<file path="config.mk">
export PLATFORM = sky130hd
export DESIGN_NAME = neoC1
export DESIGN_NICKNAME = d
export VERILOG_FILES = /design/src/hdl/c1Pkg.sv /design/src/hdl/c1Decode.sv /design/src/hdl/c1Regs.sv /design/src/hdl/c1Wait.sv /design/src/hdl/neoC1.sv
export VERILOG_INCLUDE_DIRS = /design/src /design/src/hdl
export SDC_FILE = /design/constraint.sdc
export NUM_CORES = 1
export LEC_CHECK = 0
export ABC_AREA = 1
export ABC_CLOCK_PERIOD_IN_PS = 1450
export BUFFER_PORTS_ARGS = -buffer_cell sky130_fd_sc_hd__buf_2
export CORE_MARGIN = 5
export CORE_UTILIZATION = 36
export DETAILED_ROUTE_END_ITERATION = 8
export GPL_ROUTABILITY_DRIVEN = 0
export PLACE_DENSITY = 0.61
export SLEW_MARGIN = 5
export SYNTH_ARGS = -nofsm -noshare
export SYNTH_HDL_FRONTEND = slang
export SYNTH_SLANG_ARGS = --single-unit
export TNS_END_PERCENT = 10
</file>
<file path="constraint.sdc">
create_clock -name clk68k -period 1.45 [get_ports clk68k]
set_clock_uncertainty 0.2 [all_clocks]
set_input_delay 0.29 -clock clk68k [delete_from_list [all_inputs] [get_ports clk68k]]
set_output_delay 0.29 -clock clk68k [all_outputs]
set_load 0.05 [all_outputs]
</file>
<file path="src/hdl/c1_consts.svh">
`ifndef C1_CONSTS_SVH
`define C1_CONSTS_SVH

// Field widths
`define C1_ADDR_W 8   // CPU address bits 23..16
`define C1_JOY_W 10   // Directions plus buttons
`define C1_WAIT_W 2

// Zone codes on address bits 23..19
`define C1_ZONE_ROM  5'b00000
`define C1_ZONE_WRAM 5'b00001
`define C1_ZONE_PORT 5'b00010
`define C1_ZONE_IO   5'b00011
`define C1_ZONE_SROM 5'b11000
`define C1_ZONE_SRAM 5'b11001

// Quarter-space zones, only bits 23..22 matter
`define C1_ZONE_PAL  2'b01
`define C1_ZONE_CARD 2'b10

// Wait states for a slow program ROM
`define C1_ROM_WAIT 1

// Arcade cabinet by default
`define C1_CONSOLE_MODE 1'b1

// Register select codes
`define C1_SEL_CTRL1   2'd0
`define C1_SEL_ICOM    2'd1
`define C1_SEL_CTRL2   2'd2
`define C1_SEL_STATUSB 2'd3

`endif

</file>
<file path="src/hdl/c1Pkg.sv">
`default_nettype none

`include "c1_consts.svh"

package c1Pkg;

	// Upper CPU address, bits 23..16
	typedef logic [`C1_ADDR_W-1:0] addrHi_t;

	// One byte lane of the data bus
	typedef logic [7:0] byte_t;

	// Joypad group, active low
	// Bits 7..0 go to the CTRL registers, 9..8 to STATUSB
	typedef logic [`C1_JOY_W-1:0] joy_t;

	typedef logic [`C1_WAIT_W-1:0] waitCnt_t;

	// DTACK generator states
	typedef enum logic [1:0] {
		IDLE,   // No cycle in progress
		COUNT,  // Burning wait states
		ACK,    // Ready, waiting on port back-pressure
		HOLD    // nDtack low until nAs rises
	} waitState_t;

endpackage

`default_nettype wire

</file>
<file path="src/hdl/c1Decode.sv">
`timescale 1ns/10ps
`default_nettype none

`include "c1_consts.svh"

module c1Decode import c1Pkg::*; (
	input  addrHi_t    m68kAddr,
	input  logic       rw,
	input  logic       nAs,
	input  logic       nUds,
	input  logic       nLds,
	output logic       nRomOeL,
	output logic       nRomOeU,
	output logic       nPortOeL,
	output logic       nPortOeU,
	output logic       nPortWeL,
	output logic       nPortWeU,
	output logic       nPortAdrs,
	output logic       nWrL,
	output logic       nWrU,
	output logic       nWwL,
	output logic       nWwU,
	output logic       nSromOeL,
	output logic       nSromOeU,
	output logic       nSramOeL,
	output logic       nSramOeU,
	output logic       nSramWeL,
	output logic       nSramWeU,
	output logic       nLspOe,
	output logic       nLspWe,
	output logic       nCrdO,
	output logic       nCrdW,
	output logic       nCrdC,
	output logic       nDipRd0,
	output logic       nDipRd1,
	output logic       nBitW0,
	output logic       nBitW1,
	output logic       nPal,
	output logic [1:0] regSel,
	output logic       regHit,
	output logic       romZone,
	output logic       portZone
);

	logic [4:0] zoneCode;
	logic [2:0] ioSub;
	logic wramZone;
	logic ioZone;
	logic palZone;
	logic cardZone;
	logic sromZone;
	logic sramZone;
	logic lspZone;
	logic anyStrobe;
	logic rdL;
	logic rdU;
	logic wrL;
	logic wrU;
	logic rdWord;
	logic wrWord;
	logic subHit;

	assign zoneCode = m68kAddr[7:3];
	assign ioSub = m68kAddr[2:0];  // I/O subzone, bits 18..16

	assign romZone  = (zoneCode == `C1_ZONE_ROM);
	assign wramZone = (zoneCode == `C1_ZONE_WRAM);
	assign portZone = (zoneCode == `C1_ZONE_PORT);
	assign ioZone   = (zoneCode == `C1_ZONE_IO);
	assign sromZone = (zoneCode == `C1_ZONE_SROM);
	assign sramZone = (zoneCode == `C1_ZONE_SRAM);
	assign palZone  = (m68kAddr[7:6] == `C1_ZONE_PAL);
	assign cardZone = (m68kAddr[7:6] == `C1_ZONE_CARD);
	assign lspZone  = ioZone & (ioSub == 3'b110);  // Video controller

	// Byte lane qualifiers, all dead while nAs is high
	assign anyStrobe = ~nAs & ~(nUds & nLds);
	assign rdL = ~nAs & rw & ~nLds;
	assign rdU = ~nAs & rw & ~nUds;
	assign wrL = ~nAs & ~rw & ~nLds;
	assign wrU = ~nAs & ~rw & ~nUds;
	assign rdWord = rdL & rdU;  // Word-only devices
	assign wrWord = wrL & wrU;

	assign nRomOeL  = ~(romZone & rdL);
	assign nRomOeU  = ~(romZone & rdU);
	assign nWrL     = ~(wramZone & rdL);
	assign nWrU     = ~(wramZone & rdU);
	assign nWwL     = ~(wramZone & wrL);
	assign nWwU     = ~(wramZone & wrU);
	assign nPortOeL = ~(portZone & rdL);
	assign nPortOeU = ~(portZone & rdU);
	assign nPortWeL = ~(portZone & wrL);
	assign nPortWeU = ~(portZone & wrU);
	assign nPortAdrs = ~(portZone & anyStrobe);  // Address latch for the cartridge
	assign nSromOeL = ~(sromZone & rdL);
	assign nSromOeU = ~(sromZone & rdU);
	assign nSramOeL = ~(sramZone & rdL);
	assign nSramOeU = ~(sramZone & rdU);
	assign nSramWeL = ~(sramZone & wrL);
	assign nSramWeU = ~(sramZone & wrU);
	assign nPal     = ~(palZone & anyStrobe);

	assign nLspOe = ~(lspZone & rdWord);
	assign nLspWe = ~(lspZone & wrWord);
	assign nCrdO  = ~(cardZone & rdWord);
	assign nCrdW  = ~(cardZone & wrWord);
	assign nCrdC  = nCrdO & nCrdW;  // Card enable on either direction

	// Odd-byte ports of the I/O zone
	assign nDipRd0 = ~(ioZone & rdL & (ioSub == 3'b000));
	assign nDipRd1 = ~(ioZone & rdL & (ioSub == 3'b001));
	assign nBitW0  = ~(ioZone & wrL & (ioSub == 3'b100));
	assign nBitW1  = ~(ioZone & wrL & (ioSub == 3'b101));

	// Even-byte register select
	always_comb begin
		regSel = `C1_SEL_CTRL1;
		subHit = 1'b0;
		case (ioSub)
			3'b000: begin
				regSel = `C1_SEL_CTRL1;
				subHit = 1'b1;
			end
			3'b001: begin
				regSel = `C1_SEL_ICOM;
				subHit = 1'b1;
			end
			3'b010, 3'b011: begin  // CTRL2 spans two subzones
				regSel = `C1_SEL_CTRL2;
				subHit = 1'b1;
			end
			3'b100: begin
				regSel = `C1_SEL_STATUSB;
				subHit = 1'b1;
			end
			default: subHit = 1'b0;
		endcase
	end

	// Only ICOM accepts writes
	assign regHit = ioZone & ~nAs & ~nUds & subHit & (rw | (regSel == `C1_SEL_ICOM));

endmodule

`default_nettype wire

</file>
<file path="src/hdl/c1Regs.sv">
`timescale 1ns/10ps
`default_nettype none

`include "c1_consts.svh"

module c1Regs import c1Pkg::*; #(
	parameter bit consoleMode = `C1_CONSOLE_MODE
) (
	input  logic       clk68k,
	input  logic       rst,
	input  logic [1:0] regSel,
	input  logic       regHit,
	input  logic       rw,
	input  byte_t      m68kDataIn,
	input  joy_t       p1In,
	input  joy_t       p2In,
	input  logic       nCd1,
	input  logic       nCd2,
	input  logic       nWp,
	input  byte_t      soundReply,
	output byte_t      m68kDataOut,
	output logic       m68kDataOe,
	output byte_t      soundCmd
);

	localparam int syncW = 2 * `C1_JOY_W + 3;

	logic [syncW-1:0] syncMeta;
	logic [syncW-1:0] syncOut;
	joy_t p1Sync;
	joy_t p2Sync;
	logic nCd1Sync;
	logic nCd2Sync;
	logic nWpSync;
	logic cmdWr;
	logic cmdDone;
	byte_t statusB;

	// Two-stage synchronizer for all board inputs
	always_ff @(posedge clk68k) begin
		syncMeta <= {p1In, p2In, nCd1, nCd2, nWp};
		syncOut <= syncMeta;
	end

	assign {p1Sync, p2Sync, nCd1Sync, nCd2Sync, nWpSync} = syncOut;

	assign cmdWr = regHit & ~rw & (regSel == `C1_SEL_ICOM);

	// Latch once per bus cycle, regHit drops with nAs
	always_ff @(posedge clk68k) begin
		if (rst) begin
			soundCmd <= '0;
			cmdDone <= 1'b0;
		end else begin
			cmdDone <= cmdWr;
			if (cmdWr && !cmdDone)
				soundCmd <= m68kDataIn;
		end
	end

	assign statusB = {consoleMode, nWpSync, nCd2Sync, nCd1Sync,
		p2Sync[`C1_JOY_W-1 -: 2], p1Sync[`C1_JOY_W-1 -: 2]};  // Start and select bits

	always_comb begin
		case (regSel)
			`C1_SEL_CTRL1:   m68kDataOut = p1Sync[7:0];
			`C1_SEL_ICOM:    m68kDataOut = soundReply;
			`C1_SEL_CTRL2:   m68kDataOut = p2Sync[7:0];
			default:         m68kDataOut = statusB;
		endcase
	end

	assign m68kDataOe = regHit & rw;

endmodule

`default_nettype wire

</file>
<file path="src/hdl/c1Wait.sv">
`timescale 1ns/10ps
`default_nettype none

`include "c1_consts.svh"

module c1Wait import c1Pkg::*; (
	input  logic clk68k,
	input  logic rst,
	input  logic nAs,
	input  logic romZone,
	input  logic portZone,
	input  logic nRomWait,
	input  logic nPWait0,
	input  logic nPWait1,
	input  logic pDtack,
	output logic nDtack
);

	waitState_t state;
	waitCnt_t cnt;
	waitCnt_t waitN;
	logic portCyc;  // Cycle started in the port zone

	// Wait count for the cycle about to start
	always_comb begin
		if (romZone && !nRomWait)
			waitN = waitCnt_t'(`C1_ROM_WAIT);
		else if (portZone)
			waitN = ~{nPWait1, nPWait0};
		else
			waitN = '0;
	end

	always_ff @(posedge clk68k) begin
		if (rst) begin
			state <= IDLE;
			cnt <= '0;
			portCyc <= 1'b0;
			nDtack <= 1'b1;
		end else begin
			case (state)
				IDLE: begin
					if (!nAs) begin
						cnt <= waitN;
						portCyc <= portZone;
						// No wait states, acknowledge on the next edge
						if (waitN == '0)
							state <= ACK;
						else
							state <= COUNT;
					end
				end
				COUNT: begin
					if (nAs) begin
						state <= IDLE;  // Aborted cycle
					end else begin
						cnt <= cnt - 1'b1;
						if (cnt == waitCnt_t'(1))
							state <= ACK;
					end
				end
				ACK: begin
					if (nAs) begin
						state <= IDLE;
					end else if (!(portCyc && !pDtack)) begin  // Cartridge back-pressure
						nDtack <= 1'b0;
						state <= HOLD;
					end
				end
				HOLD: begin
					if (nAs) begin
						nDtack <= 1'b1;
						state <= IDLE;
					end
				end
				default: state <= IDLE;
			endcase
		end
	end

endmodule

`default_nettype wire

</file>
<file path="src/hdl/neoC1.sv">
`timescale 1ns/10ps
`default_nettype none

`include "c1_consts.svh"

module neoC1 import c1Pkg::*; #(
	parameter bit consoleMode = `C1_CONSOLE_MODE
) (
	input  logic    clk68k,
	input  logic    rst,
	input  addrHi_t m68kAddr,
	input  logic    rw,
	input  logic    nAs,
	input  logic    nUds,
	input  logic    nLds,
	input  byte_t   m68kDataIn,
	output byte_t   m68kDataOut,
	output logic    m68kDataOe,
	output logic    nDtack,
	output logic    nRomOeL,
	output logic    nRomOeU,
	output logic    nPortOeL,
	output logic    nPortOeU,
	output logic    nPortWeL,
	output logic    nPortWeU,
	output logic    nPortAdrs,
	output logic    nWrL,
	output logic    nWrU,
	output logic    nWwL,
	output logic    nWwU,
	output logic    nSromOeL,
	output logic    nSromOeU,
	output logic    nSramOeL,
	output logic    nSramOeU,
	output logic    nSramWeL,
	output logic    nSramWeU,
	output logic    nLspOe,
	output logic    nLspWe,
	output logic    nCrdO,
	output logic    nCrdW,
	output logic    nCrdC,
	output logic    nDipRd0,
	output logic    nDipRd1,
	output logic    nBitW0,
	output logic    nBitW1,
	output logic    nPal,
	input  joy_t    p1In,
	input  joy_t    p2In,
	input  logic    nCd1,
	input  logic    nCd2,
	input  logic    nWp,
	input  byte_t   soundReply,
	output byte_t   soundCmd,
	input  logic    nRomWait,
	input  logic    nPWait0,
	input  logic    nPWait1,
	input  logic    pDtack
);

	logic [1:0] regSel;
	logic regHit;
	logic romZone;
	logic portZone;

	c1Decode c1Decode_i (
		.m68kAddr, .rw, .nAs, .nUds, .nLds,
		.nRomOeL, .nRomOeU, .nPortOeL, .nPortOeU, .nPortWeL, .nPortWeU, .nPortAdrs,
		.nWrL, .nWrU, .nWwL, .nWwU,
		.nSromOeL, .nSromOeU, .nSramOeL, .nSramOeU, .nSramWeL, .nSramWeU,
		.nLspOe, .nLspWe, .nCrdO, .nCrdW, .nCrdC,
		.nDipRd0, .nDipRd1, .nBitW0, .nBitW1, .nPal,
		.regSel, .regHit, .romZone, .portZone
	);

	// Even-byte registers on the upper data lane
	c1Regs #(
		.consoleMode(consoleMode)
	) c1Regs_i (
		.clk68k, .rst, .regSel, .regHit, .rw, .m68kDataIn,
		.p1In, .p2In, .nCd1, .nCd2, .nWp, .soundReply,
		.m68kDataOut, .m68kDataOe, .soundCmd
	);

	c1Wait c1Wait_i (
		.clk68k, .rst, .nAs, .romZone, .portZone,
		.nRomWait, .nPWait0, .nPWait1, .pDtack,
		.nDtack
	);

endmodule

`default_nettype wire

</file>
Word level (Yosys, flattened, before mapping)
Cells that the tools add are included.
{"block": "totals", "reg_bits": 61, "in_bits": 57, "output_inout_bits": 45, "wordCells": 154}
{"block": "classes", "addsub": 1, "n_reduce_logical": 19, "n_bitwise": 80, "eq_ne": 26, "mux": 20}
{"cell": "bitwise AND 1 bit", "count": 47}
{"cell": "inverter 1 bit", "count": 31}
{"cell": "case mux 8 bit (3 select lines)", "count": 1}
{"cell": "2-to-1 mux 2 bit", "count": 11}
{"cell": "== test 5 x 2 -> 1 bit (second input constant)", "count": 2}
{"cell": "== test 5 bit (second input constant)", "count": 2}
{"cell": "!= test 2 bit (second input constant)", "count": 5}
{"cell": "== test 3 bit (second input constant)", "count": 3}
{"cell": "== test 2 x 1 -> 1 bit (second input constant)", "count": 4}
{"cell": "== test 2 bit (second input constant)", "count": 4}
{"cell": "case mux 2 bit (4 select lines)", "count": 1}
{"cell": "AND reduction 4 bit", "count": 2}
{"cell": "== test 3 x 2 -> 1 bit (second input constant)", "count": 2}
{"cell": "zero test 2 bit", "count": 3}
{"cell": "case mux 2 bit (3 select lines)", "count": 1}
{"cell": "== test 5 x 1 -> 1 bit (second input constant)", "count": 1}
{"cell": "zero test 5 bit", "count": 1}
{"cell": "OR reduction 5 bit", "count": 1}
{"cell": "2-to-1 mux 1 bit", "count": 4}
{"cell": "case mux 2 bit (2 select lines)", "count": 1}
{"cell": "nonzero test 2 bit", "count": 2}
{"cell": "== test 3 x 1 -> 1 bit (second input constant)", "count": 1}
{"cell": "logical AND 1 bit", "count": 3}
{"cell": "zero test 1 bit", "count": 3}
{"cell": "other kinds (10)", "count": 10}

Logic depth before layout (Yosys ltp)
Gate-level depths: netlist of the first run.
{"block": "logic_depth", "ltp_word": 9, "depth_mapped": 8, "ltp_nobuf": 8}

Modules after synthesis
Synthesis of the first run repeated with hierarchy kept, for this count alone.
{"block": "unflattened", "hier_cells": 314, "hier_area_um2": 2341.0}
{"module": "c1Regs", "seq_area_each_um2": 1101.1, "area_per_inst_um2": 1580.3, "cells_per_inst": 168, "instances": 1}
{"module": "c1Wait", "seq_area_each_um2": 120.1, "area_per_inst_um2": 390.4, "cells_per_inst": 65, "instances": 1}
{"module": "c1Decode", "seq_area_each_um2": 0.0, "area_per_inst_um2": 370.4, "cells_per_inst": 81, "instances": 1}

Worst setup path before layout of the first run
No wires, ideal clock.
{"block": "synth_timing", "path_kind": "input to output", "from": "in m68kAddr[1]", "to": "out m68kDataOe", "required_ns": 0.960, "slack_ns": -1.092, "n_path_buf": 0, "stages": 3, "arrival_ns": 2.052, "path_cell_list": "nor2_1 nor2_2 nor4_1"}
{"block": "synth_via", "elab_chain_cells": 7, "elab_cells_between_ends": 14}
{"item": "from (decl)", "line": "neoC1.sv:11", "rtl": "input addrHi_t m68kAddr,"}
{"item": "== test 3 x 2 -> 1 bit", "line": "c1Decode.sv:120", "rtl": "case (ioSub)"}
{"item": "OR reduction 2 bit"}
{"item": "case mux 2 bit (3 select lines)", "line": "c1Decode.sv:120"}
{"item": "== test 2 x 1 -> 1 bit (no source line)"}
{"item": "OR 1 bit", "line": "c1Decode.sv:142", "rtl": "assign regHit = ioZone & ~nAs & ~nUds & subHit & (rw | (regSel == `C1_SEL_ICOM));"}
{"item": "bitwise AND 1 bit *", "line": "c1Decode.sv:142"}
{"item": "bitwise AND 1 bit *", "line": "c1Regs.sv:73", "rtl": "assign m68kDataOe = regHit & rw;"}
{"item": "to (decl)", "line": "neoC1.sv:18", "rtl": "output logic m68kDataOe,"}
Every way passes the cells marked *; elsewhere a longest branch is shown, timed or not.

Final worst setup path of the first run
{"block": "layout_timing", "from": "in nLds", "to": "out nCrdC"}
{"block": "layout_via", "elab_chain_cells": 6, "elab_cells_between_ends": 10}
{"item": "from (decl)", "line": "neoC1.sv:15", "rtl": "input logic nLds,"}
{"item": "inverter 1 bit *", "line": "c1Decode.sv:78, c1Decode.sv:80"}
{"item": "bitwise AND 1 bit (on tied branches)", "line": "c1Decode.sv:78, c1Decode.sv:80"}
{"item": "bitwise AND 1 bit (on tied branches)", "line": "c1Decode.sv:82, c1Decode.sv:83"}
{"item": "bitwise AND 1 bit (on tied branches)", "line": "c1Decode.sv:106, c1Decode.sv:107"}
{"item": "inverter 1 bit (on tied branches)", "line": "c1Decode.sv:106, c1Decode.sv:107"}
{"item": "bitwise AND 1 bit *", "line": "c1Decode.sv:108", "rtl": "assign nCrdC = nCrdO & nCrdW;"}
{"item": "to (decl)", "line": "neoC1.sv:41", "rtl": "output logic nCrdC,"}
Marks and branches as above.

==> results of run 1 <==
## worst max path at each step
| stage | start | to | slack [ns] |
|---|---|---|---|
| 2_1_floorplan | nAs | nCrdC | -0.73 |
| 3_3_place_gp | m68kAddr[6] | nLspOe | -0.43 |
| 3_5_place_dp | m68kAddr[6] | nLspWe | -0.41 |
| 4_1_cts | m68kAddr[5] | nLspWe | -0.24 |
| 5_1_grt | nLds | nCrdC | -0.33 |
| 6_report | nLds | nCrdC | -0.32 |
## per-layer routing
metal / vias to the layer above / part of all wire, % / track usage, % / routed length (µm)
met2: 89 / 51 / 30.9 / 3320
met1: 1043 / 38 / 17.1 / 2490
met5: - / 0 / 0 / 0
met3: 23 / 7.8 / 5.83 / 508
met4: 0 / 3.2 / 7.55 / 210
li1: 1213 / - / - / -
## stage by stage
step / setup slack [ns] / setup TNS (ns) / hold slack [ns] / area, µm²
floorplan: -0.729 / -6.16 / 0.110 / 2240
global placement: -0.428 / -13.51 / 0.111 / 3060
detailed placement: -0.409 / -13.79 / 0.112 / 3060
CTS: -0.245 / -6.88 / 0.0873 / 3940
global route: -0.333 / -10.08 / 0.128 / 4060
finish: -0.319 / -7.30 / 0.112 / 4060
## flip-flops by register name (all words and copies together) (netlist names)
name and flops:
c1Wait_i.portCyc 1, c1Regs_i.syncMeta 23, c1Regs_i.cmdDone 1, c1Wait_i.state 2, c1Wait_i.nDtack 1, c1Wait_i.cnt 2, c1Regs_i.syncOut 23, c1Regs_i.soundCmd 8
## report_power, final
part	total [W]	internal, W	switching [W]
clock network	0.00164	0.000975	0.000662
registers	0.00178	0.00176	0.0000258
logic	0.000670	0.000311	0.000359
total	0.00409	0.00304	0.00105
## timing repair
action                                  4_1_cts  5_1_grt
hold endpoints to repair                     34        0
gates resized for setup                      97       35
pin swaps                                    17       11
hold buffers                                 32        0
endpoints found under the setup margin       36       55
buffers inserted                              5        2
## final cells by class
| type | count | area, µm² | share of cell area, % |
|---|---|---|---|
| timing repair buffer | 171 | 1400 | 34.5 |
| inverter | 35 | 144 | 3.55 |
| tap | 75 | 93.8 | 2.31 |
| clock buffer | 9 | 124 | 3.05 |
| sequential | 61 | 1220 | 30.1 |
| multi-input combinational | 175 | 975 | 24.0 |
| clock inverter | 7 | 100 | 2.47 |
## cells in the final DEF (no fill, tap or decap), types with 2 or more instances in the layout
cell           instances
nor2_4                14
o21ai_0                3
clkbuf_4               8
nand2_1               79
dlygate4sd3_1         32
inv_1                 24
bufinv_16              2
buf_2                 51
inv_4                  3
nand3_2                2
inv_2                  7
nor3_1                 2
nand2_2                9
a21oi_1                4
buf_8                  5
nor4_4                 2
nand3_1                9
nand4_1               14
dfxtp_1               61
nor2_1                22
buf_4                 41
nor2_2                 6
clkbuf_8               9
clkinv_4               5
buf_6                 34
## cells by family (layout without fill, tap and decap cells)
group,after synthesis,count (layout),synth area share [%]
and+or+nand+nor,165,165,34.8
DFF,61,61,55.5
buffers and inverters,37,222,6.82
AOI/OAI and AO/OA,9,9,2.27
adders and majority gates,1,1,0.568
## worst reg2reg max path, stage by stage, from the launching register on
cell and delay, ns:
dfxtp_1 0.35, nor2_1 0.20, nand2_1 0.13, o21ai_2 0.11, o21ai_0 0.10, a31oi_1 0.15
==> metrics.txt, run 1 <==
# TYPE chip_impl_metric gauge
chip_impl_metric{name="clock_tree.htree_level_count",unit=""} 3
chip_impl_info{name="synth_top_flop_cell",value="dfxtp_1"} 1
chip_impl_metric{name="initial_core_utilization",unit="%"} 37.2
chip_impl_info{name="synth.cells.most_frequent",value="nand2_1, dfxtp_1, nor2_1"} 1
chip_impl_metric{name="first_global_vias",unit=""} 2299
chip_impl_metric{name="via_count",unit=""} 2368
chip_impl_metric{name="drt_iter0_markers",unit=""} 80
chip_impl_metric{name="final_critical_path_setup_slack",unit="ns"} -0.319
chip_impl_info{name="critPathLaunchType",value="input pin"} 1
chip_impl_metric{name="crit_path_max_fanout",unit=""} 4
chip_impl_metric{name="drcViolationCount",unit=""} 0
chip_impl_metric{name="globalRoute.totalOverflow",unit=""} 0
chip_impl_info{name="setup.worst_path.class",value="in -> out"} 1
chip_impl_metric{name="p_per_area",unit="nW/µm²"} 1010
chip_impl_info{name="synth.top_cells.by_area",value="dfxtp_1, nand2_1, nor2_1"} 1
chip_impl_metric{name="io_buffer_count",unit=""} 101
chip_impl_metric{name="grt.total_usage",unit="%"} 16.8
chip_impl_metric{name="boundaryPins",unit=""} 102
chip_impl_metric{name="worst-r2r-setup-slack",unit="ns"} 0.14
chip_impl_info{name="grt_setup_unrepaired",value="true"} 1
chip_impl_metric{name="synthesis.nets",unit=""} 331
chip_impl_metric{name="nNetsFinal",unit=""} 511
chip_impl_metric{name="finish.utilization",unit="%"} 68.6
chip_impl_metric{name="clk-insertion-delay-late",unit="ns"} 0.32
chip_impl_info{name="critical-path-slowest-cell",value="or2_4"} 1
chip_impl_metric{name="insertedDiodeCount",unit=""} 0
chip_impl_metric{name="yosys.cell_types.count",unit=""} 25
chip_impl_info{name="timing.critical_path.to_type",value="output port"} 1
chip_impl_metric{name="vias_per_cell",unit=""} 4.44
chip_impl_metric{name="critical_path.n_buffers_inverters",unit=""} 2
chip_impl_metric{name="worst_r2r_path_depth",unit=""} 5
chip_impl_info{name="worstReg2RegEnd",value="c1Wait_i.cnt[1]"} 1
chip_impl_info{name="hold_path_end",value="c1Wait_i.cnt[1]"} 1
chip_impl_metric{name="design.die.area",unit="µm²"} 7780
chip_impl_metric{name="tritoncts.num_buffers",unit=""} 9
chip_impl_metric{name="synth.yosys.seq_area_share",unit="%"} 55.5
chip_impl_metric{name="grt_first_pass_wirelength",unit="mm"} 9.98
chip_impl_info{name="regToRegStartpoint",value="c1Wait_i.state[1]"} 1
chip_impl_info{name="cts_root_buffer",value="clkbuf_8"} 1
chip_impl_metric{name="placeableCoreArea",unit="µm²"} 5920
chip_impl_metric{name="asyncSetResetFlopFracSynth",unit="%"} 0
chip_impl_metric{name="yosysWarnings",unit=""} 0
chip_impl_metric{name="clock.fmax",unit="MHz"} 565
chip_impl_metric{name="grt_max_degree",unit=""} 17
chip_impl_metric{name="clk_transition_reported_paths",unit="ns"} 0.06
chip_impl_metric{name="dpl.cell_count",unit=""} 478
chip_impl_metric{name="synth_area_per_cell",unit="µm²"} 8.06
chip_impl_metric{name="synth-edff-count",unit=""} 0
chip_impl_metric{name="cts.sinks",unit=""} 61
chip_impl_metric{name="timing.final.setup_violations",unit=""} 44
chip_impl_metric{name="synth_cells",unit=""} 273
chip_impl_metric{name="ys_ff_latch",unit=""} 61
chip_impl_metric{name="cap_violations",unit=""} 0
chip_impl_info{name="critical_path.top_delay_family",value="simple AND/OR/NAND/NOR gates"} 1
chip_impl_metric{name="fillCellCount",unit=""} 452
chip_impl_info{name="hold_crit_path_type",value="in -> reg"} 1
chip_impl_info{name="holdCritStartpoint",value="nPWait1"} 1
chip_impl_metric{name="antenna_found_initial",unit=""} 0
chip_impl_metric{name="layoutNonFillerInstCount",unit=""} 533
chip_impl_metric{name="path_depth",unit=""} 6
chip_impl_metric{name="drt_wl_total",unit="mm"} 6.53
chip_impl_metric{name="worst_path_largest_cell_delay",unit="ns"} 0.27
chip_impl_metric{name="post-synth-top-area-fraction",unit="%"} 55.5
chip_impl_metric{name="layout-area-overhead-vs-synth",unit="%"} 84.4
chip_impl_metric{name="wl_per_cell",unit="µm"} 12.2
chip_impl_metric{name="critical_path_rt",unit="ns"} 0.96
chip_impl_info{name="status",value="finished, violations left"} 1
chip_impl_metric{name="firstDrtPassIters",unit=""} 4
chip_impl_metric{name="placement_rows",unit=""} 28
chip_impl_metric{name="p_leak",unit="nW"} 1.96
chip_impl_metric{name="finalPower",unit="W"} 0.00409
chip_impl_metric{name="final_report_hold_violation_count",unit=""} 0
chip_impl_metric{name="tightestPinTransition",unit="ns"} 0.241
chip_impl_metric{name="dieHeight",unit="µm"} 88.2
chip_impl_metric{name="hold_path_depth",unit=""} 4
chip_impl_metric{name="detail-route-antenna-nets",unit=""} 0
chip_impl_metric{name="period_needed",unit="ns"} 1.77
chip_impl_info{name="sequence_of_cells_on_the_critical_path",value="buf_6 > or2_4 > nor2_4 > nand4_1 > and2_4 > buf_8"} 1
chip_impl_info{name="tritoncts",value="built"} 1
chip_impl_info{name="synthMostInstantiatedCell",value="nand2_1"} 1
chip_impl_metric{name="post_route_cells_drive_above_1_share",unit="%"} 44.8
chip_impl_metric{name="cts-root-to-sink-buffers",unit=""} 2
chip_impl_metric{name="final.period_utilization",unit="%"} 122
chip_impl_metric{name="arrival",unit="ns"} 1.28
chip_impl_info{name="violations",value="negative setup slack"} 1
chip_impl_metric{name="ir_worst_vdd",unit="mV"} 0.917
chip_impl_metric{name="post-dp-hpwl",unit="mm"} 4.30
chip_impl_metric{name="fp.dieW",unit="µm"} 88.2
chip_impl_metric{name="slew_limit_headroom",unit="%"} 83.8
chip_impl_metric{name="synth_area",unit="µm²"} 2200
chip_impl_info{name="synth_largest_area_cell",value="dfxtp_1"} 1
chip_impl_metric{name="report.final.slew_viol_count",unit=""} 0
Note: power is estimated with default switching activity, not from simulation.
==> inputs of run 2 (changes only) <==
- ABC_AREA: 1 -> default
- PLACE_DENSITY: 0.61 -> 0.62
==> run 2 against run 1 <==
- the flow still finishes with violations (negative setup slack)
- utilization is 4.0 points higher
- worst hold slack worse by 0.094 ns
- cell count is 11% lower
- wire length is 2.6% higher
- critical path depth stayed put
- synthesized area is 5.7% lower
- via count is 5.6% lower
- sequential power hardly changed
- sequential cell count stayed put
- count of clock-buffer cells in the layout is 2 higher
- setup slack worse by 0.26 ns
- critical path type unchanged
==> metrics.txt, run 2 <==
# TYPE chip_impl_metric gauge
chip_impl_metric{name="grt.total_usage",unit="%"} 18.0
chip_impl_metric{name="grt_max_degree",unit=""} 13
chip_impl_info{name="cts_root_buffer",value="clkbuf_8"} 1
chip_impl_metric{name="worst_r2r_path_depth",unit=""} 5
chip_impl_metric{name="cts-root-to-sink-buffers",unit=""} 2
chip_impl_metric{name="grt_first_pass_wirelength",unit="mm"} 10.3
chip_impl_metric{name="synthesis.nets",unit=""} 275
chip_impl_info{name="regToRegStartpoint",value="c1Regs_i.cmdDone"} 1
chip_impl_metric{name="finalPower",unit="W"} 0.00380
chip_impl_metric{name="synth_area",unit="µm²"} 2070
chip_impl_info{name="setup.worst_path.class",value="in -> out"} 1
chip_impl_metric{name="synth-edff-count",unit=""} 0
chip_impl_metric{name="report.final.slew_viol_count",unit=""} 0
chip_impl_metric{name="initial_core_utilization",unit="%"} 37.4
chip_impl_metric{name="wl_per_cell",unit="µm"} 14.0
chip_impl_metric{name="drt_iter0_markers",unit=""} 49
chip_impl_metric{name="post-dp-hpwl",unit="mm"} 4.54
chip_impl_metric{name="final.period_utilization",unit="%"} 140
chip_impl_metric{name="placeableCoreArea",unit="µm²"} 5540
chip_impl_metric{name="drcViolationCount",unit=""} 0
chip_impl_info{name="holdCritStartpoint",value="m68kDataIn[5]"} 1
chip_impl_metric{name="cts.sinks",unit=""} 61
chip_impl_metric{name="placement_rows",unit=""} 27
chip_impl_metric{name="placed_area",unit="µm²"} 3190
chip_impl_metric{name="via_count",unit=""} 2236
chip_impl_metric{name="cap_violations",unit=""} 0
chip_impl_metric{name="fp.dieW",unit="µm"} 85.9
chip_impl_metric{name="tightestPinTransition",unit="ns"} 0.344
chip_impl_metric{name="hold_path_depth",unit=""} 3
chip_impl_metric{name="boundaryPins",unit=""} 102
chip_impl_metric{name="design.die.area",unit="µm²"} 7380
chip_impl_metric{name="ys_ff_latch",unit=""} 61
chip_impl_metric{name="globalRoute.totalOverflow",unit=""} 0
chip_impl_info{name="layout.cells.most_common",value="buf_2"} 1
chip_impl_metric{name="final_critical_path_setup_slack",unit="ns"} -0.576
chip_impl_metric{name="vias_per_cell",unit=""} 4.69
chip_impl_info{name="grt_setup_unrepaired",value="true"} 1
chip_impl_metric{name="yosysWarnings",unit=""} 0
chip_impl_info{name="hold_crit_path_type",value="in -> reg"} 1
chip_impl_metric{name="ir_worst_vdd",unit="mV"} 0.812
chip_impl_metric{name="worst-r2r-setup-slack",unit="ns"} 0.07
chip_impl_metric{name="place_ws",unit="ns"} -0.667
chip_impl_metric{name="critical_path_rt",unit="ns"} 0.96
chip_impl_metric{name="dpl.cell_count",unit=""} 425
chip_impl_metric{name="post-synth-top-area-fraction",unit="%"} 58.9
chip_impl_info{name="synth.cells.most_frequent",value="dfxtp_1, nand2_1, nor2_1"} 1
chip_impl_metric{name="period_needed",unit="ns"} 2.03
chip_impl_info{name="tritoncts",value="built"} 1
chip_impl_info{name="synth_top_flop_cell",value="dfxtp_1"} 1
chip_impl_metric{name="first_global_vias",unit=""} 2209
chip_impl_metric{name="final_report_hold_violation_count",unit=""} 0
chip_impl_metric{name="nNetsFinal",unit=""} 458
chip_impl_info{name="synth.top_cells.by_area",value="dfxtp_1, nand2_1, nor2_1"} 1
chip_impl_metric{name="dieHeight",unit="µm"} 85.9
chip_impl_metric{name="p_per_area",unit="nW/µm²"} 945
chip_impl_metric{name="insertedDiodeCount",unit=""} 0
chip_impl_metric{name="synth_cells",unit=""} 217
chip_impl_metric{name="clock_tree.htree_level_count",unit=""} 3
chip_impl_metric{name="synth_area_per_cell",unit="µm²"} 9.56
chip_impl_metric{name="layoutNonFillerInstCount",unit=""} 477
chip_impl_info{name="synthMostInstantiatedCell",value="dfxtp_1"} 1
chip_impl_metric{name="drt_wl_total",unit="mm"} 6.70
chip_impl_info{name="timing.critical_path.to_type",value="output port"} 1
chip_impl_metric{name="stdcell_area",unit="µm²"} 4020
chip_impl_metric{name="clk-insertion-delay-late",unit="ns"} 0.33
chip_impl_metric{name="multi_input_area",unit="µm²"} 1120
chip_impl_metric{name="p_leak",unit="nW"} 1.80
chip_impl_info{name="top_flop_regs",value="c1Regs_i.syncMeta: 23 flops, c1Regs_i.syncOut: 23 flops, c1Regs_i.soundCmd: 8 flops"} 1
chip_impl_metric{name="tritoncts.num_buffers",unit=""} 9
chip_impl_info{name="status",value="finished, violations left"} 1
chip_impl_metric{name="asyncSetResetFlopFracSynth",unit="%"} 0
chip_impl_metric{name="io_buffer_count",unit=""} 101
chip_impl_metric{name="layout-area-overhead-vs-synth",unit="%"} 93.7
chip_impl_info{name="final_cell_mix",value="buf_2, dfxtp_1, buf_4"} 1
chip_impl_metric{name="slew_limit_headroom",unit="%"} 77.0
chip_impl_metric{name="clock.fmax",unit="MHz"} 494
chip_impl_metric{name="crit_path_max_fanout",unit=""} 6
chip_impl_metric{name="clk_transition_reported_paths",unit="ns"} 0.07
chip_impl_info{name="violations",value="negative setup slack"} 1
chip_impl_metric{name="post_route_cells_drive_above_1_share",unit="%"} 54.8
chip_impl_info{name="critPathLaunchType",value="input pin"} 1
chip_impl_metric{name="antenna_found_initial",unit=""} 0
chip_impl_metric{name="arrival",unit="ns"} 1.54
chip_impl_metric{name="synth.yosys.seq_area_share",unit="%"} 58.9
chip_impl_info{name="worstReg2RegEnd",value="c1Regs_i.soundCmd[6]"} 1
chip_impl_metric{name="final-seq-area",unit="µm²"} 1220
chip_impl_metric{name="firstDrtPassIters",unit=""} 4
chip_impl_metric{name="detail-route-antenna-nets",unit=""} 0
chip_impl_info{name="hold_path_end",value="c1Regs_i.soundCmd[5]"} 1
chip_impl_info{name="synth_largest_area_cell",value="dfxtp_1"} 1
chip_impl_metric{name="yosys.cell_types.count",unit=""} 32
chip_impl_metric{name="fillCellCount",unit=""} 400
chip_impl_metric{name="timing.final.setup_violations",unit=""} 49
==> run 2: cell families after synthesis <==
group,count (synthesis),share of synthesized area (%)
adder cells (fa/ha/maj),1,0.603
multiplexers,8,3.86
flip-flops,61,58.9
AO/OA/AOI/OAI,37,10.7
AND/OR/NAND/NOR,100,24.2
buffers and inverters,10,1.81
==> run 2: cell type report <==
| type | instances | area share [%] |
|---|---|---|
| repair buffers | 177 | 34.2 |
| well taps | 72 | 2.24 |
| clock buffers | 11 | 3.77 |
| flip-flops and latches | 61 | 30.4 |
| inverters | 5 | 0.561 |
| multi-input cells | 146 | 28.0 |
| clock inverters | 5 | 0.841 |
==> run 2: critical path, cell delays in order <==
cell     delay [ns]
buf_6          0.10
buf_6          0.11
or4_4          0.57
nor2_4         0.21
nand2_1        0.10
buf_6          0.16
==> run 2: what timing repair did <==
action,4_1_cts,5_1_grt
pin swaps,11,4
endpoints found under the hold margin,30,0
endpoints found under the setup margin,50,58
gates resized for setup,66,24
hold buffers,30,0
buffers inserted,2,4
==> run 2: how the worst max path moves through the flow <==
stage / from / endpoint / slack (ns)
2_1_floorplan: m68kAddr[6] / nDipRd0 / -0.40
3_3_place_gp: m68kAddr[6] / nDipRd1 / -0.63
3_5_place_dp: m68kAddr[6] / nBitW1 / -0.67
4_1_cts: m68kAddr[7] / nPortOeU / -0.54
5_1_grt: m68kAddr[7] / nDipRd0 / -0.61
6_report: m68kAddr[7] / nPortOeL / -0.58
==> run 2: metal layers <==
metal	track usage (%)	routed length, µm	up-vias
met5	0	0	-
met4	7.05	144	0
met3	5.86	407	12
met2	31.8	3480	75
met1	20.0	2670	1032
li1	-	-	1117
==> run 2: metrics by stage <==
stage	TNS [ns]	hold WS, ns	utilization (%)
3_5_place_dp	-23.40	0.112	57.5
3_3_place_gp	-22.70	0.111	57.5
2_1_floorplan	-11.19	0.110	-
6_report	-14.83	0.0181	72.5
5_1_grt	-17.25	0.0269	72.5
4_1_cts	-14.75	0.0127	70.5
==> run 2: power breakdown <==
part | switching, W | total (W) | internal [W]
Combinational | 0.000340 | 0.000650 | 0.000310
Sequential | 0.0000258 | 0.00178 | 0.00175
Clock | 0.000655 | 0.00137 | 0.000712
Total | 0.00102 | 0.00380 | 0.00278
==> inputs of run 3 (changes only) <==
- GPL_TIMING_DRIVEN: default -> 0
==> run 3 against run 2 <==
- the run still ends with negative setup slack left
- final area fell by 4.9%
- first-iteration DRC count is 110% higher
- critical path depth unchanged
- via count is 6.4% lower
- sequential share of layout area rose by 1.6 points
- power down 0.87%
- combinational power down 3%
- sequential power about the same
- clock power about the same
- critical endpoint is now nDipRd0
- largest cell class is now sequential cells
==> metrics.txt, run 3 (synthesis results as in run 2) <==
# TYPE chip_impl_metric gauge
chip_impl_info{name="final_cell_mix",value="buf_2, dfxtp_1, dlygate4sd3_1"} 1
chip_impl_metric{name="grt_max_degree",unit=""} 13
chip_impl_metric{name="post_route_cells_drive_above_1_share",unit="%"} 49.3
chip_impl_metric{name="final.period_utilization",unit="%"} 138
chip_impl_metric{name="io_buffer_count",unit=""} 101
chip_impl_info{name="top_flop_regs",value="c1Regs_i.syncMeta: 23 flops, c1Regs_i.syncOut: 23 flops, c1Regs_i.soundCmd: 8 flops"} 1
chip_impl_metric{name="boundaryPins",unit=""} 102
chip_impl_metric{name="dieHeight",unit="µm"} 85.9
chip_impl_metric{name="cap_violations",unit=""} 0
chip_impl_metric{name="clock.fmax",unit="MHz"} 500
chip_impl_metric{name="post-dp-hpwl",unit="mm"} 4.27
chip_impl_info{name="critPathLaunchType",value="input pin"} 1
chip_impl_info{name="grt_setup_unrepaired",value="true"} 1
chip_impl_metric{name="slew_limit_headroom",unit="%"} 70.2
chip_impl_info{name="worst_path_most_repeated_cell",value="buf_8"} 1
chip_impl_metric{name="tightestPinTransition",unit="ns"} 0.446
chip_impl_info{name="sequence_of_cells_on_the_critical_path",value="buf_8 > inv_2 > or4_4 > nor3_4 > nand3_4 > buf_8"} 1
chip_impl_info{name="tritoncts",value="built"} 1
chip_impl_metric{name="clk_transition_reported_paths",unit="ns"} 0.06
chip_impl_metric{name="crit_path_max_fanout",unit=""} 3
chip_impl_metric{name="cts-root-to-sink-buffers",unit=""} 2
chip_impl_metric{name="finalPower",unit="W"} 0.00376
chip_impl_metric{name="drcViolationCount",unit=""} 0
chip_impl_metric{name="drt_iter0_markers",unit=""} 101
chip_impl_metric{name="clk-insertion-delay-late",unit="ns"} 0.33
chip_impl_metric{name="firstDrtPassIters",unit=""} 4
chip_impl_metric{name="fillCellCount",unit=""} 447
chip_impl_metric{name="globalRoute.totalOverflow",unit=""} 0
chip_impl_metric{name="wl_per_cell",unit="µm"} 14.6
chip_impl_info{name="timing.critical_path.to_type",value="output port"} 1
chip_impl_info{name="critical-path-slowest-cell",value="or4_4"} 1
chip_impl_metric{name="initial_core_utilization",unit="%"} 37.4
chip_impl_metric{name="arrival",unit="ns"} 1.51
chip_impl_info{name="setup.worst_path.class",value="in -> out"} 1
chip_impl_metric{name="final_critical_path_setup_slack",unit="ns"} -0.550
chip_impl_metric{name="timing.final.setup_violations",unit=""} 40
chip_impl_info{name="cts_root_buffer",value="clkbuf_8"} 1
chip_impl_metric{name="critical_path_rt",unit="ns"} 0.96
chip_impl_metric{name="layout-area-overhead-vs-synth",unit="%"} 84.2
chip_impl_metric{name="antenna_found_initial",unit=""} 0
chip_impl_metric{name="drt_wl_total",unit="mm"} 6.51
chip_impl_metric{name="fp.dieW",unit="µm"} 85.9
chip_impl_metric{name="multi_input_area",unit="µm²"} 1130
chip_impl_metric{name="tritoncts.num_buffers",unit=""} 9
chip_impl_info{name="layout.cells.most_common",value="buf_2"} 1
chip_impl_metric{name="ir_worst_vdd",unit="mV"} 0.738
chip_impl_metric{name="grt.total_usage",unit="%"} 17.8
chip_impl_metric{name="final-seq-area",unit="µm²"} 1220
chip_impl_metric{name="first_global_vias",unit=""} 2201
chip_impl_metric{name="final_report_hold_violation_count",unit=""} 0
chip_impl_metric{name="p_leak",unit="nW"} 1.65
chip_impl_metric{name="design.die.area",unit="µm²"} 7380
chip_impl_metric{name="placeableCoreArea",unit="µm²"} 5540
chip_impl_metric{name="p_per_area",unit="nW/µm²"} 985
chip_impl_metric{name="worst_path_largest_cell_delay",unit="ns"} 0.57
chip_impl_metric{name="placement_rows",unit=""} 27
chip_impl_metric{name="via_count",unit=""} 2094
chip_impl_metric{name="grt_first_pass_wirelength",unit="mm"} 10.3
chip_impl_metric{name="insertedDiodeCount",unit=""} 0
chip_impl_metric{name="report.final.slew_viol_count",unit=""} 0
chip_impl_metric{name="clock_tree.htree_level_count",unit=""} 3
chip_impl_metric{name="hold_ws",unit="ns"} 0.0374
chip_impl_info{name="hold_crit_path_type",value="in -> reg"} 1
chip_impl_metric{name="cts.sinks",unit=""} 61
chip_impl_metric{name="nNetsFinal",unit=""} 426
chip_impl_metric{name="vias_per_cell",unit=""} 4.71
chip_impl_metric{name="detail-route-antenna-nets",unit=""} 0
chip_impl_info{name="violations",value="negative setup slack"} 1
chip_impl_info{name="status",value="finished, violations left"} 1
chip_impl_metric{name="period_needed",unit="ns"} 2.00
[run 3: cell types whose count changed in the layout (fill, tap and decap cells not counted), sizes merged]
cell,change
dlygate4sd3,+1
clkbuf,+2
inv,-1
buf,-36
clkinv,+1
clkinvlp,+1
[run 3: worst paths after layout]
path                                       startpoint              endpoint  slack (ns)  depth (start not counted)
worst max-delay path                      m68kAddr[3]               nDipRd0       -0.55                          6
worst min-delay path                              rst       c1Wait_i.cnt[1]        0.04                          2
worst max register to register       c1Regs_i.cmdDone  c1Regs_i.soundCmd[5]        0.06                          4
worst min register to register  c1Regs_i.syncMeta[18]  c1Regs_i.syncOut[18]        0.12                          0
[run 3: layer usage]
| layer | share of wire, % | track usage, % | routed length (µm) | up-vias |
|---|---|---|---|---|
| li1 | - | - | - | 1051 |
| met1 | 41 | 20.3 | 2650 | 955 |
| met2 | 52 | 31.3 | 3360 | 75 |
| met3 | 6.1 | 4.90 | 397 | 13 |
| met4 | 1.6 | 7.19 | 105 | 0 |
| met5 | 0 | 0 | 0 | - |
[run 3: final cells by class]
type                            instances  share of cell area [%]
Sequential cell                        61                    32.0
Timing Repair Buffer                  140                    29.0
Clock inverter                          6                    1.21
Tap cell                               72                    2.36
Multi-Input combinational cell        146                    29.5
Clock buffer                           10                    3.60
Inverter                                5                   0.688
Buffer                                  5                    1.60
[run 3: worst max-delay path: cells and delay by family]
kind          cells  cell delay [ns]
buf+inv           3             0.27
simple gates      3             0.95
[run 3: where the power goes]
part           switching, W  internal, W
registers         0.0000265      0.00175
clock network      0.000680     0.000674
logic              0.000338     0.000293
total               0.00104      0.00272
[run 3: stage by stage]
stage          setup WS, ns  util (%)  setup TNS, ns  area [µm²]  std cells
2_1_floorplan        -0.404         -         -11.19        2310        217
3_3_place_gp         -0.800      52.5         -25.84        2910        390
3_5_place_dp         -0.792      52.5         -26.02        2910        390
4_1_cts              -0.591      66.8         -14.53        3700        442
5_1_grt              -0.584      69.0         -15.98        3820        445
6_report             -0.550      69.0         -14.10        3820        445
[run 3: repair_timing]
action	CTS	global route
setup endpoints to repair	47	52
gates resized for setup	67	39
hold buffers	31	0
pin swaps	7	4
buffers inserted	5	3
hold endpoints to repair	31	0
